### config.mk
export PLATFORM = sky130hd
export DESIGN_NAME = mcoi_xu5_design_complet
export DESIGN_NICKNAME = d
export VERILOG_FILES = /design/src/hw/mcoi_pkg.sv /design/src/hw/motor_pingroup.sv /design/src/hw/mcoi_base.sv /design/src/hw/mcoi_xu5_design_complet.sv
export VERILOG_INCLUDE_DIRS = /design/src /design/src/hw
export SDC_FILE = /design/constraint.sdc
export NUM_CORES = 1
export LEC_CHECK = 0
export BUFFER_PORTS_ARGS = -buffer_cell sky130_fd_sc_hd__buf_2
export CAP_MARGIN = 10
export CORE_MARGIN = 2
export CORE_UTILIZATION = 45
export DETAILED_ROUTE_END_ITERATION = 8
export GPL_TIMING_DRIVEN = 0
export PLACE_DENSITY_LB_ADDON = 0.25
export SLEW_MARGIN = 20
export SYNTH_ARGS = -nofsm -noshare
export SYNTH_HDL_FRONTEND = slang
export SYNTH_SLANG_ARGS = --single-unit
export TNS_END_PERCENT = 20
### constraint.sdc
create_clock -name clk40m -period 1.5 [get_ports clk40m]
set_input_delay 0.15 -clock clk40m [delete_from_list [all_inputs] [get_ports clk40m]]
set_output_delay 0.15 -clock clk40m [all_outputs]
set_load 0.02 [all_outputs]
### src/hw/mcoi_cfg.svh
`ifndef MCOI_CFG_SVH
`define MCOI_CFG_SVH

// ----------------------------------------
// system sizing
// ----------------------------------------

// motors served over one fiber
`define MCOI_MOTORS 16

// one stream word per clk40m, slow-control bits excluded
`define MCOI_STREAM_W 80

// ----------------------------------------
// input conditioning
// ----------------------------------------

// stable samples needed before a debounced input flips
`define MCOI_DEB_CYCLES 8

`endif

### src/hw/mcoi_pkg.sv
`default_nettype none
`include "mcoi_cfg.svh"

package mcoi_pkg;

    // ----------------------------------------
    // frame layout
    // ----------------------------------------

    // motor index field, 4 bits for 16 motors
    localparam int MOTOR_W = $clog2(`MCOI_MOTORS);
    // what is left after op and motor index
    localparam int PAYLOAD_W = `MCOI_STREAM_W - 4 - MOTOR_W;
    // unused upper bits of the two reply payloads
    localparam int RSVD_MOT_W = PAYLOAD_W - 7;
    localparam int RSVD_ALL_W = PAYLOAD_W - 3 * `MCOI_MOTORS;

    // stream opcodes, sit in the top nibble of a frame
    typedef enum logic [3:0] {
        OP_NOP       = 4'h0,
        OP_SET_CTRL  = 4'h1,
        OP_GET_MOTOR = 4'h2,
        OP_GET_ALL   = 4'h3
    } mcoi_op_e;

    typedef struct packed {
        mcoi_op_e             op;
        logic [MOTOR_W-1:0]   motor;
        logic [PAYLOAD_W-1:0] payload;
    } mcoi_frame_t;

    // ----------------------------------------
    // per-motor lanes
    // ----------------------------------------

    // step is bit 0, matches payload[3:0] of a write
    typedef struct packed {
        logic boost;
        logic dir;
        logic deactivate;
        logic step;
    } motor_ctrl_t;

    typedef struct packed {
        logic pfail;
        logic sw_a;
        logic sw_b;
    } motor_stat_t;

    // one entry per motor, index = motor number
    typedef motor_ctrl_t [`MCOI_MOTORS-1:0] motor_ctrl_arr_t;
    typedef motor_stat_t [`MCOI_MOTORS-1:0] motor_stat_arr_t;

    // GET_MOTOR reply payload
    typedef struct packed {
        logic [RSVD_MOT_W-1:0] rsvd;
        motor_stat_t           stat;
        motor_ctrl_t           ctrl;
    } motor_reply_t;

    // GET_ALL reply payload, bit n of each vector is motor n
    typedef struct packed {
        logic [RSVD_ALL_W-1:0]   rsvd;
        logic [`MCOI_MOTORS-1:0] pfail;
        logic [`MCOI_MOTORS-1:0] sw_b;
        logic [`MCOI_MOTORS-1:0] sw_a;
    } all_reply_t;

    // motors come up switched off
    localparam motor_ctrl_t CTRL_RESET = '{boost: 1'b0, dir: 1'b0,
                                           deactivate: 1'b1, step: 1'b0};

endpackage

`default_nettype wire

### src/hw/motor_pingroup.sv
`timescale 1ns/1ps
`default_nettype none
`include "mcoi_cfg.svh"

module motor_pingroup
    import mcoi_pkg::*;
(
    input  logic                    clk40m,
    input  logic                    rst_n,

    // control from mcoi_base, step already blocked
    input  motor_ctrl_arr_t         ctrl,
    // debounced pin state back to mcoi_base
    output motor_stat_arr_t         stat,

    // motor driver pins
    output logic [`MCOI_MOTORS-1:0] pl_boost,
    output logic [`MCOI_MOTORS-1:0] pl_dir,
    output logic [`MCOI_MOTORS-1:0] pl_en,
    output logic [`MCOI_MOTORS-1:0] pl_clk,
    input  logic [`MCOI_MOTORS-1:0] pl_pfail,
    input  logic [`MCOI_MOTORS-1:0] pl_sw_outa,
    input  logic [`MCOI_MOTORS-1:0] pl_sw_outb
);

    // sw_b lanes low, then sw_a, pfail on top
    localparam int RAW_W = 3 * `MCOI_MOTORS;
    // counter must hold MCOI_DEB_CYCLES-1
    localparam int CNT_W = $clog2(`MCOI_DEB_CYCLES + 1);
    localparam logic [CNT_W-1:0] CNT_LAST = CNT_W'(`MCOI_DEB_CYCLES - 1);

    logic [RAW_W-1:0] raw;
    logic [RAW_W-1:0] sync_1;
    logic [RAW_W-1:0] sync_2;
    logic [RAW_W-1:0] deb;
    logic [CNT_W-1:0] deb_cnt [RAW_W];

    // ----------------------------------------
    // output pins
    // ----------------------------------------

    // one register stage, pins follow ctrl one clock late
    always_ff @(posedge clk40m or negedge rst_n) begin
        if (!rst_n) begin
            pl_boost <= '0;
            pl_dir   <= '0;
            // drivers held off
            pl_en    <= '1;
            pl_clk   <= '0;
        end else begin
            for (int i = 0; i < `MCOI_MOTORS; i++) begin
                pl_boost[i] <= ctrl[i].boost;
                pl_dir[i]   <= ctrl[i].dir;
                // pl_en high = driver deactivated
                pl_en[i]    <= ctrl[i].deactivate;
                pl_clk[i]   <= ctrl[i].step;
            end
        end
    end

    // ----------------------------------------
    // input synchronizers
    // ----------------------------------------

    // all raw inputs packed into one bus
    assign raw = {pl_pfail, pl_sw_outa, pl_sw_outb};

    // switches and pfail are async to clk40m
    always_ff @(posedge clk40m or negedge rst_n) begin
        if (!rst_n) begin
            sync_1 <= '0;
            sync_2 <= '0;
        end else begin
            sync_1 <= raw;
            sync_2 <= sync_1;
        end
    end

    // ----------------------------------------
    // debounce
    // ----------------------------------------

    // counts samples that differ from the debounced value
    // any agreeing sample restarts the count
    always_ff @(posedge clk40m or negedge rst_n) begin
        if (!rst_n) begin
            deb <= '0;
            for (int i = 0; i < RAW_W; i++) begin
                deb_cnt[i] <= '0;
            end
        end else begin
            for (int i = 0; i < RAW_W; i++) begin
                if (sync_2[i] == deb[i]) begin
                    deb_cnt[i] <= '0;
                end else if (deb_cnt[i] == CNT_LAST) begin
                    // enough stable samples, take the new level
                    deb[i]     <= sync_2[i];
                    deb_cnt[i] <= '0;
                end else begin
                    deb_cnt[i] <= deb_cnt[i] + 1'b1;
                end
            end
        end
    end

    // back into per-motor status words
    always_comb begin
        for (int i = 0; i < `MCOI_MOTORS; i++) begin
            stat[i].sw_b  = deb[i];
            stat[i].sw_a  = deb[`MCOI_MOTORS + i];
            stat[i].pfail = deb[2 * `MCOI_MOTORS + i];
        end
    end

endmodule

`default_nettype wire

### src/hw/mcoi_base.sv
`timescale 1ns/1ps
`default_nettype none
`include "mcoi_cfg.svh"

module mcoi_base
    import mcoi_pkg::*;
(
    input  logic            clk40m,
    input  logic            rst_n,

    // stream side, one frame each clock
    input  mcoi_frame_t     frame_in,
    output mcoi_frame_t     frame_out,

    // pin group side
    input  motor_stat_arr_t stat,
    output motor_ctrl_arr_t ctrl
);

    // stored control words, as written
    motor_ctrl_arr_t ctrl_q;

    // decode results
    logic        set_en;
    mcoi_frame_t reply_d;

    // reply payload builders
    motor_reply_t mot_rep;
    all_reply_t   all_rep;

    // status regrouped as one bit per motor
    logic [`MCOI_MOTORS-1:0] sw_a_vec;
    logic [`MCOI_MOTORS-1:0] sw_b_vec;
    logic [`MCOI_MOTORS-1:0] pfail_vec;

    // step blocked by end switch or power fail
    logic [`MCOI_MOTORS-1:0] step_block;

    // ----------------------------------------
    // status gathering
    // ----------------------------------------

    always_comb begin
        for (int i = 0; i < `MCOI_MOTORS; i++) begin
            sw_a_vec[i]  = stat[i].sw_a;
            sw_b_vec[i]  = stat[i].sw_b;
            pfail_vec[i] = stat[i].pfail;
        end
    end

    // ----------------------------------------
    // frame decode
    // ----------------------------------------

    always_comb begin
        // addressed motor, stored word and live status
        mot_rep      = '0;
        mot_rep.ctrl = ctrl_q[frame_in.motor];
        mot_rep.stat = stat[frame_in.motor];

        // every motor at once, no control words
        all_rep       = '0;
        all_rep.sw_a  = sw_a_vec;
        all_rep.sw_b  = sw_b_vec;
        all_rep.pfail = pfail_vec;

        set_en  = 1'b0;
        reply_d = '0;

        case (frame_in.op)
            OP_SET_CTRL: begin
                // write only, reply stays zero
                set_en = 1'b1;
            end
            OP_GET_MOTOR: begin
                reply_d.op      = OP_GET_MOTOR;
                reply_d.motor   = frame_in.motor;
                reply_d.payload = mot_rep;
            end
            OP_GET_ALL: begin
                reply_d.op      = OP_GET_ALL;
                reply_d.motor   = frame_in.motor;
                reply_d.payload = all_rep;
            end
            // nop and unknown codes
            default: begin
                reply_d = '0;
            end
        endcase
    end

    // ----------------------------------------
    // control registers
    // ----------------------------------------

    always_ff @(posedge clk40m or negedge rst_n) begin
        if (!rst_n) begin
            for (int i = 0; i < `MCOI_MOTORS; i++) begin
                ctrl_q[i] <= CTRL_RESET;
            end
        end else if (set_en) begin
            // low nibble of payload is the new word
            ctrl_q[frame_in.motor] <= motor_ctrl_t'(frame_in.payload[3:0]);
        end
    end

    // reply one clock after the request
    always_ff @(posedge clk40m or negedge rst_n) begin
        if (!rst_n) begin
            frame_out <= '0;
        end else begin
            frame_out <= reply_d;
        end
    end

    // ----------------------------------------
    // limit switch blocking
    // ----------------------------------------

    // dir 1 runs towards switch a, dir 0 towards switch b
    always_comb begin
        for (int i = 0; i < `MCOI_MOTORS; i++) begin
            step_block[i] = pfail_vec[i]
                          | (ctrl_q[i].dir & sw_a_vec[i])
                          | (~ctrl_q[i].dir & sw_b_vec[i]);
        end
    end

    // only the outgoing step is gated, stored word untouched
    always_comb begin
        for (int i = 0; i < `MCOI_MOTORS; i++) begin
            ctrl[i]      = ctrl_q[i];
            ctrl[i].step = ctrl_q[i].step & ~step_block[i];
        end
    end

endmodule

`default_nettype wire

### src/hw/mcoi_xu5_design_complet.sv
`timescale 1ns/1ps
`default_nettype none
`include "mcoi_cfg.svh"

module mcoi_xu5_design_complet
    import mcoi_pkg::*;
(
    input  logic                    clk40m,
    input  logic                    rst_n,

    // optical stream, link layer lives outside
    input  mcoi_frame_t             frame_in,
    output mcoi_frame_t             frame_out,

    // motors
    output logic [`MCOI_MOTORS-1:0] pl_boost,
    output logic [`MCOI_MOTORS-1:0] pl_dir,
    output logic [`MCOI_MOTORS-1:0] pl_en,
    output logic [`MCOI_MOTORS-1:0] pl_clk,
    input  logic [`MCOI_MOTORS-1:0] pl_pfail,
    input  logic [`MCOI_MOTORS-1:0] pl_sw_outa,
    input  logic [`MCOI_MOTORS-1:0] pl_sw_outb
);

    // ----------------------------------------
    // lanes between decoder and pins
    // ----------------------------------------

    // blocked control words towards the pins
    motor_ctrl_arr_t motor_ctrl;
    // debounced switch and pfail state
    motor_stat_arr_t motor_stat;

    // frame decode and control storage
    mcoi_base i_mcoi_base (
        .clk40m    (clk40m),
        .rst_n     (rst_n),
        .frame_in  (frame_in),
        .frame_out (frame_out),
        .stat      (motor_stat),
        .ctrl      (motor_ctrl)
    );

    // pin registers and input conditioning
    motor_pingroup i_pg_motors (
        .clk40m     (clk40m),
        .rst_n      (rst_n),
        .ctrl       (motor_ctrl),
        .stat       (motor_stat),
        .pl_boost   (pl_boost),
        .pl_dir     (pl_dir),
        .pl_en      (pl_en),
        .pl_clk     (pl_clk),
        .pl_pfail   (pl_pfail),
        .pl_sw_outa (pl_sw_outa),
        .pl_sw_outb (pl_sw_outb)
    );

endmodule

`default_nettype wire

**Yosys cells after proc, flatten, opt, wreduce, memory -nomap -nowiden**

Index checks and enable logic that the tools add are counted.

- Muxes and demuxes: 105
- Order comparisons: 2
- Reductions and logical operators: 49
- Bitwise gates (word level): 160
- Add/subtract/negate cells: 48
- Eq/ne operators: 99

Operators by type and width:

| operator | number |
|---|---|
| $mux W4 | 98 |
| $add A4 B1 Y4 const B | 48 |
| $eq A4 B3 Y1 const B | 48 |
| $pmux W78 S2 | 1 |
| $reduce_and A2 Y1 | 48 |
| $not A1 Y1 | 80 |
| $bwmux W64 | 1 |
| $and A1 B1 Y1 | 48 |
| $eq A1 B1 Y1 | 48 |
| $or A1 B1 Y1 | 32 |
| $bmux W4 S4 | 1 |
| $demux W4 S4 | 1 |
| $bmux W3 S4 | 1 |
| $eq A4 B2 Y1 const B | 2 |
| $lt A4 B5 Y1 const B | 1 |
| $eq A4 B1 Y1 const B | 1 |
| $ge A4 B1 Y1 const B | 1 |
| $mux W3 | 1 |
| $logic_and A1 B1 Y1 | 1 |
| $mux W1 | 1 |

- Bits in registers: 542
- Output and inout bits: 144

**Logic depth before layout (Yosys ltp)**

Gate-level depths: netlist of the first run.

- Word-level depth: 5
- Depth in mapped cells: 8

**Hierarchy**

A second synthesis of the first run with hierarchy kept.

- Cells, all modules: 1472
- Area, all modules: 20490.9 µm²

By module, submodules not included:

| module | instances | cells an instance | area each (µm²) | sequential area each (µm²) |
|---|---|---|---|---|
| motor_pingroup | 1 | 1024 | 14473.9 | 10029.6 |
| mcoi_base | 1 | 448 | 6017.0 | 2972.9 |

**Worst setup path before layout of the first run**

No wires, ideal clock.

- Path kind: input port to flip-flop
- From: input frame_in[76] (netlist name)
- To: register i_mcoi_base.ctrl_q, in the netlist i_mcoi_base.ctrl[50]
- Path buffers: 2
- Arrival time: 1.368 ns
- Data required time: 1.375 ns
- Stages on the path: 6
- Slack: 0.007 ns
- Cells stage by stage: buf_4 -> nor4b_4 -> nor3b_4 -> and3_1 -> buf_4 -> mux2_2

- Cells in the longest elaborated chain, start to end: 2

RTL lines:

| what | line | text |
|---|---|---|
| start: declaration | mcoi_xu5_design_complet.sv:12 | `input mcoi_frame_t frame_in,` |
| $eq A4 B1 Y1 | mcoi_base.sv:70 | `case (frame_in.op)` |
| $mux W1 | mcoi_base.sv:70 |  |
| end signal: indexed assignment | mcoi_base.sv:103 | `ctrl_q[frame_in.motor] <= motor_ctrl_t'(frame_in.payload[3:0]);` |
| end: declaration | mcoi_base.sv:21 | `motor_ctrl_arr_t ctrl_q;` |

No other way between the ends.
A chain may end at the register's enable or synchronous reset.

==> impl_metrics.csv, run 1 <==
group,metric,value,unit
drt,met3WireLength,2930,um
clocking,htree_levels,2,
synth,ys_top_cells_by_area,"dfrtp_1 61%, mux2_2 7.3%, dfstp_2 4.2%, xnor2_1 4.2%, ha_1 3.0%",
clocking,cts_buffers,54,
sta,skew,0.0149,ns
clocking,insertion_delay,0.59,ns
final_layout,fillers,3531,
synth,synth.distinct_cells,37,
drt,num_vias,12200,
setup_path,arrival,2.06,ns
clocking,cts_tree,"done",
synth,syn-cell-area,19800,sq um
setup_path,critPathCapture,"i_mcoi_base.frame_out[6]",
power_and_ir_drop,power,39.6,mW
outcome,failed_checks,"hold timing, setup timing",
sta,setup_viol,7,
sta,tns,-0.512,ns
setup_path,cp_cell_sequence,"mux4_2, nor2b_4, a211oi_4, nor3_2",
sta,rsz0062_at_grt,"true",
setup_path,path_max_fanout,2,
power_and_ir_drop,combPwrFrac,0.175,
die,start_util,0.457,
global_route,grt_usage,0.199,
sta,fin_crit_sh,1.08,
clocking,path_clk_slew,0.07,ns
power_and_ir_drop,clock_power_share,0.343,
synth,synth_flop_cell,"dfrtp_1",
setup_path,worstSetupPathType,"flop to flop",
power_and_ir_drop,seq_power_share,0.482,
power_and_ir_drop,switching_share,0.287,
sta,fin_ws,-0.117,ns
clocking,root_buffer,"clkbuf_16",
synth,ys_seq_area_frac,0.657,
die,die_x,214,um
global_route,grt_pass1_wl,68200,um
drt,top_layer_used,"met4",
die,dieHeight,214,um
synth,syn_area_per_cell,13.7,sq um
synth,synth_edf_count,0,
synth,ys_top_cells_by_count,"486 x dfrtp_1, 147 x nor2_1, 128 x mux2_2",
synth,ys_warn_count,0,
drt,wl_met1,19500,um
setup_path,startpoint_type,"flop",
power_and_ir_drop,p_per_area,1630,nW/um^2
outcome,outcome,"complete, but fails checks",
setup_path,timing.rr.start,"i_pg_motors.deb[46]",
power_and_ir_drop,vdd_drop_max,0.827,mV
clocking,cts.sinks,518,
synth,synth_top_cell_by_area,"dfrtp_1",
die,coreArea,43300,sq um
drt,wl_met2,20700,um
sta,tightest_slew,0.934,ns
setup_path,max_stage_delay,0.51,ns
setup_path,endpoint_kind,"flop",
die,die-area,45700,sq um
global_route,grt_max_degree,103,
flow_run,drv_cap,0,
global_route,grt_pass1_vias,12200,
setup_path,rrSetupSlack,-0.12,ns
final_layout,fin_area,24300,sq um
sta,relSlewSlack,0.377,
drt,viasPerCell,5.07,
drt,drt_iter0_markers,787,
final_layout,drive_above_1_share,0.297,
synth,synthCells,1441,
setup_path,timing.rr.end,"i_mcoi_base.frame_out[6]",
synth,synth.most_common_cell,"dfrtp_1",
setup_path,r2r_cells,4,
setup_path,cp_data_required_time,1.94,ns
global_route,antenna_found_initial,3,
power_and_ir_drop,cellLeakagePower,11.8,nW
synth,async_reset_ff_frac,1.00,
drt,drt-pass1-iter-count,4,
synth,yosysTopAreaCellShare,0.615,
clocking,cts_hold_buf,54,
global_route,overflow,0,
drt,finalWirelength,44500,um
placement,portBuffers,176,
power_and_ir_drop,power.internal,28.2,mW
setup_path,crit_slowest_cell,"mux4_2",
sta,post-route-min-period,1.62,ns
drt,wl_per_cell,18.5,um
placement,dp_hpwl,30600,um
placement,place_area,21600,sq um
sta,hold_viol,147,
drt,drc,0,
die,ios,274,
final_layout,nNetsFinal,1950,
sta,fin_worst_hold_slack,-0.559,ns
placement,gp_congestion,0.834,
synth,ys_seq_elements,518,
final_layout,area_delta_synth_final,22.6,%
sta,fmax,0.618,GHz
placement,detailedPlace.worstSlack,-0.605,ns
drt,ant_nets,0,
power_and_ir_drop,p_sw,11.3,mW
sta,slew_viol_final,0,
clocking,cts_max_path_buffers,3,
hold_path,hold_class,"primary input to asynchronous set/reset pin",
die,fp-row-count,76,
setup_path,crit_start,"i_pg_motors.deb[46]",
## sequential cells by signal (all words and copies together) (netlist names)
register               count
i_pg_motors.deb_cnt      192
i_pg_motors.pl_en         16
i_pg_motors.deb           48
i_mcoi_base.frame_out     54
i_pg_motors.pl_clk        16
i_pg_motors.pl_dir        16
i_mcoi_base.ctrl_q        16
i_pg_motors.sync_1        48
i_pg_motors.sync_2        48
i_pg_motors.pl_boost      16
i_mcoi_base.ctrl          48
## cells in the final DEF, fill, tap and decap left out, types with 4 or more instances in the layout
cell type and instances:
and2_1 4, nand2_1 60, and3_1 42, a211oi_4 4
bufinv_16 5, buf_2 180, nor3_1 99, nor3b_1 17
buf_4 43, dfrtp_2 14, nor2_1 147, dfstp_2 32
nand3_1 50, nor4_1 6, o311ai_1 4, clkbuf_1 22
clkinv_2 15, clkbuf_16 55, buf_6 6, nand2b_1 4
ha_1 48, mux4_2 20, clkbuf_8 10, dlygate4sd3_1 54
buf_16 5, dfrtp_1 472, conb_1 26, or2b_1 4
xnor2_1 96, a21oi_1 48, mux4_1 7, nor2b_1 52
mux2_2 128
## metal layers
metal / global-route usage / up-vias
li1: - / 5613
met1: 0.272 / 6138
met2: 0.315 / 344
met3: 0.0419 / 84
met4: 0.0747 / 0
met5: 0 / -
## final cells by class
class,instances,area (sq um),area share
Sequential cell,518,13000,0.537
Multi-Input combinational cell,892,6620,0.273
Timing Repair Buffer,250,1690,0.0695
Clock buffer,71,1540,0.0634
Tap cell,585,732,0.0302
Buffer,55,363,0.0150
Clock inverter,28,292,0.0120
Antenna cell,2,5.00,0.000206
Inverter,1,3.75,0.000155
## through the flow
step	instances	util
after global routing	2400	0.560
final	2402	0.561
after CTS	2395	0.558
after floorplan	1466	-
after global placement	2227	0.497
after detailed placement	2232	0.500
## worst max-delay path: cells and delay by family, from the launching register on
family             cells  cell delay [ns]
AOI/OAI and AO/OA      1             0.26
DFF                    1             0.42
muxes                  1             0.51
and+or+nand+nor        2             0.28
## how the worst min path moves through the flow
stage,to,slack (ns)
global route,i_pg_motors.sync_1[35],-0.54
CTS,i_pg_motors.sync_2[35],-0.50
finish,i_pg_motors.sync_2[35],-0.56
floorplan,i_mcoi_base.ctrl[10],-0.15
detailed placement,i_pg_motors.sync_2[35],0.12
global placement,i_pg_motors.sync_1[40],0.26
## timing repair
item                                   in CTS  in global routing
pin swaps                                   7                  4
setup endpoints to repair                   7                 11
buffers inserted                           10                  5
endpoints found under the hold margin     168                147
gates cloned                                0                  0
gates resized for setup                    28                 13
## power by group through the flow
stage          clock network (mW)  logic [mW]  registers (mW)
3_5_place_dp                    0        6.47            19.4
6_report                     13.6        6.94            19.1
5_1_grt                      14.5        7.82            19.4
3_3_place_gp                    0        6.18            19.3
2_1_floorplan                   0        4.67            18.7
4_1_cts                      13.9        7.00            19.1
## cell families (layout without fill, tap and decap cells)
family,count (synthesis),in the layout,share of synthesized area
DFF,518,518,0.657
and+or+nand+nor,502,502,0.127
muxes,158,158,0.107
xor gates and xnor gates,96,96,0.0425
AOI/OAI and AO/OA,62,62,0.0180
buffers and inverters,56,405,0.0185
adders and majority gates,48,48,0.0304
other,1,28,0.000190
Power figures use the tool's default switching activity.
==> run 2: changes to the inputs <==
--- a/config.mk
+++ b/config.mk
@@ -13,6 +13,7 @@
 export DETAILED_ROUTE_END_ITERATION = 8
 export GPL_TIMING_DRIVEN = 0
 export PLACE_DENSITY_LB_ADDON = 0.25
+export RECOVER_POWER = 25
 export SLEW_MARGIN = 20
 export SYNTH_ARGS = -nofsm -noshare
 export SYNTH_HDL_FRONTEND = slang
==> run 2 against run 1 <==
  * The run still ends with hold timing, setup timing left
  * Utilization is essentially flat
  * Wire length is 0.15% higher
  * Sequential share of layout area about the same
  * Sequential power hardly changed
  * Final cell count hardly changed
  * Via count shrank 0.16%
  * Design area hardly changed
  * Die area did not move
  * Largest cell class unchanged
==> impl_metrics.csv, run 2 (same netlist as run 1, synthesis figures left out) <==
group,metric,value,unit
outcome,outcome,"complete, but fails checks",
outcome,failed_checks,"hold timing, setup timing",
sta,skew,0.0154,ns
power_and_ir_drop,switching_share,0.287,
global_route,grt_usage,0.199,
sta,tightest_slew,0.982,ns
sta,fin_ws,-0.119,ns
power_and_ir_drop,vdd_drop_max,0.827,mV
drt,drt_iter0_markers,785,
power_and_ir_drop,cellLeakagePower,11.8,nW
setup_path,arrival,2.07,ns
final_layout,layout_common_cells,"472 x dfrtp_1, 178 x buf_2, 147 x nor2_1",
final_layout,drive_above_1_share,0.288,
die,die-area,45700,sq um
die,fp-row-count,76,
power_and_ir_drop,clock_power_share,0.343,
clocking,htree_levels,2,
placement,portBuffers,176,
final_layout,fin_area,24300,sq um
setup_path,cp_data_required_time,1.95,ns
power_and_ir_drop,p_sw,11.3,mW
clocking,root_buffer,"clkbuf_16",
hold_path,hold_class,"primary input to asynchronous set/reset pin",
final_layout,area_delta_synth_final,22.6,%
drt,drc,0,
placement,place_area,21600,sq um
drt,ant_nets,0,
global_route,grt_pass1_wl,68200,um
placement,dp_hpwl,30600,um
flow_run,drv_cap,0,
placement,gp_congestion,0.834,
sta,post-route-min-period,1.62,ns
final_layout,nNetsFinal,1950,
die,die_x,214,um
final_layout,largest_register,"i_pg_motors.deb_cnt",
sta,relSlewSlack,0.345,
die,dieHeight,214,um
clocking,cts_buffers,54,
sta,setup_viol,7,
die,coreArea,43300,sq um
drt,num_vias,12200,
drt,finalWirelength,44500,um
power_and_ir_drop,combPwrFrac,0.175,
setup_path,path_max_fanout,2,
clocking,cts.sinks,518,
sta,slew_viol_final,0,
drt,drt-pass1-iter-count,5,
die,ios,274,
drt,wl_per_cell,18.5,um
global_route,grt_max_degree,103,
setup_path,endpoint_kind,"flop",
setup_path,worstSetupPathType,"flop to flop",
global_route,overflow,0,
power_and_ir_drop,seq_power_share,0.482,
final_layout,reg.largest.list,"i_pg_motors.deb_cnt: 192 flops, i_mcoi_base.frame_out: 54 flops",
clocking,cts_max_path_buffers,3,
sta,fin_crit_sh,1.08,
clocking,path_clk_slew,0.06,ns
drt,viasPerCell,5.06,
setup_path,startpoint_type,"flop",
global_route,grt_pass1_vias,12200,
sta,hold_viol,147,
power_and_ir_drop,p_per_area,1630,nW/um^2
power_and_ir_drop,power,39.6,mW
final_layout,final_common_cell,"dfrtp_1",
setup_path,r2r_cells,4,
sta,fmax,0.618,GHz
clocking,insertion_delay,0.59,ns
sta,rsz0062_at_grt,"true",
clocking,cts_hold_buf,54,
die,start_util,0.457,
clocking,cts_tree,"done",
final_layout,largest_reg_flops,192,
sta,fin_worst_hold_slack,-0.559,ns
global_route,antenna_found_initial,3,
power_and_ir_drop,power.internal,28.2,mW
-- run 2: area by class of cell --
cell class	instances	area (sq um)
diodes	4	10.0
plain buffers	55	363
clock buffers	71	1540
clock inverters	28	292
fillers	3532	19000
inverters	1	3.75
multi-input cells	892	6620
flip-flops and latches	518	13000
well taps	585	732
repair buffers	250	1680
-- run 2: final timing paths --
kind / from / slack, ns / end
setup / recovery: i_pg_motors.deb[14] / -0.12 / i_mcoi_base.frame_out[4]
hold / removal: rst_n / -0.56 / i_pg_motors.sync_2[35]
setup reg to reg: i_pg_motors.deb[14] / -0.12 / i_mcoi_base.frame_out[4]
hold reg to reg: i_pg_motors.sync_1[43] / 0.35 / i_pg_motors.sync_2[43]
max in group asynchronous: rst_n / 0.43 / i_pg_motors.deb[12]
min in group clk40m: frame_in[76] / 0.12 / i_mcoi_base.frame_out[76]
-- run 2: routing by layer --
| layer | up-vias | wire length (um) | track usage |
|---|---|---|---|
| li1 | 5607 | - | - |
| met1 | 6150 | 19700 | 0.272 |
| met2 | 321 | 20800 | 0.315 |
| met3 | 82 | 2720 | 0.0419 |
| met4 | 0 | 1390 | 0.0747 |
| met5 | - | 0 | 0 |
-- run 2: stage by stage --
step	hold slack, ns	TNS (ns)	utilization	std cells	worst slack (ns)
after floorplan	-0.146	0	-	1466	0.00717
after global placement	0.258	-5049.50	0.497	2227	-9.96
after detailed placement	0.119	-102.30	0.500	2232	-0.605
after CTS	-0.501	-0.435	0.558	2395	-0.107
after global routing	-0.539	-0.658	0.560	2400	-0.130
final	-0.559	-0.554	0.561	2404	-0.119
-- run 2: critical path, cell delays in order (launching register included) --
cell	delay [ns]
dfrtp_2	0.43
mux4_2	0.50
nor2b_2	0.19
a211oi_4	0.27
nor3_1	0.09
-- run 2: repair_timing --
item / CTS / global route
hold endpoints to repair: 168 / 147
setup buffers: 10 / 5
setup endpoints to repair: 7 / 11
gates resized for setup: 28 / 13
pin swaps: 7 / 4
-- run 2: power by group through the flow --
stage | logic (mW) | clock network [mW] | registers (mW)
after floorplan | 4.67 | 0 | 18.7
after global placement | 6.18 | 0 | 19.3
after detailed placement | 6.47 | 0 | 19.4
after CTS | 7.00 | 13.9 | 19.1
after global routing | 7.82 | 14.5 | 19.4
final | 6.94 | 13.6 | 19.1
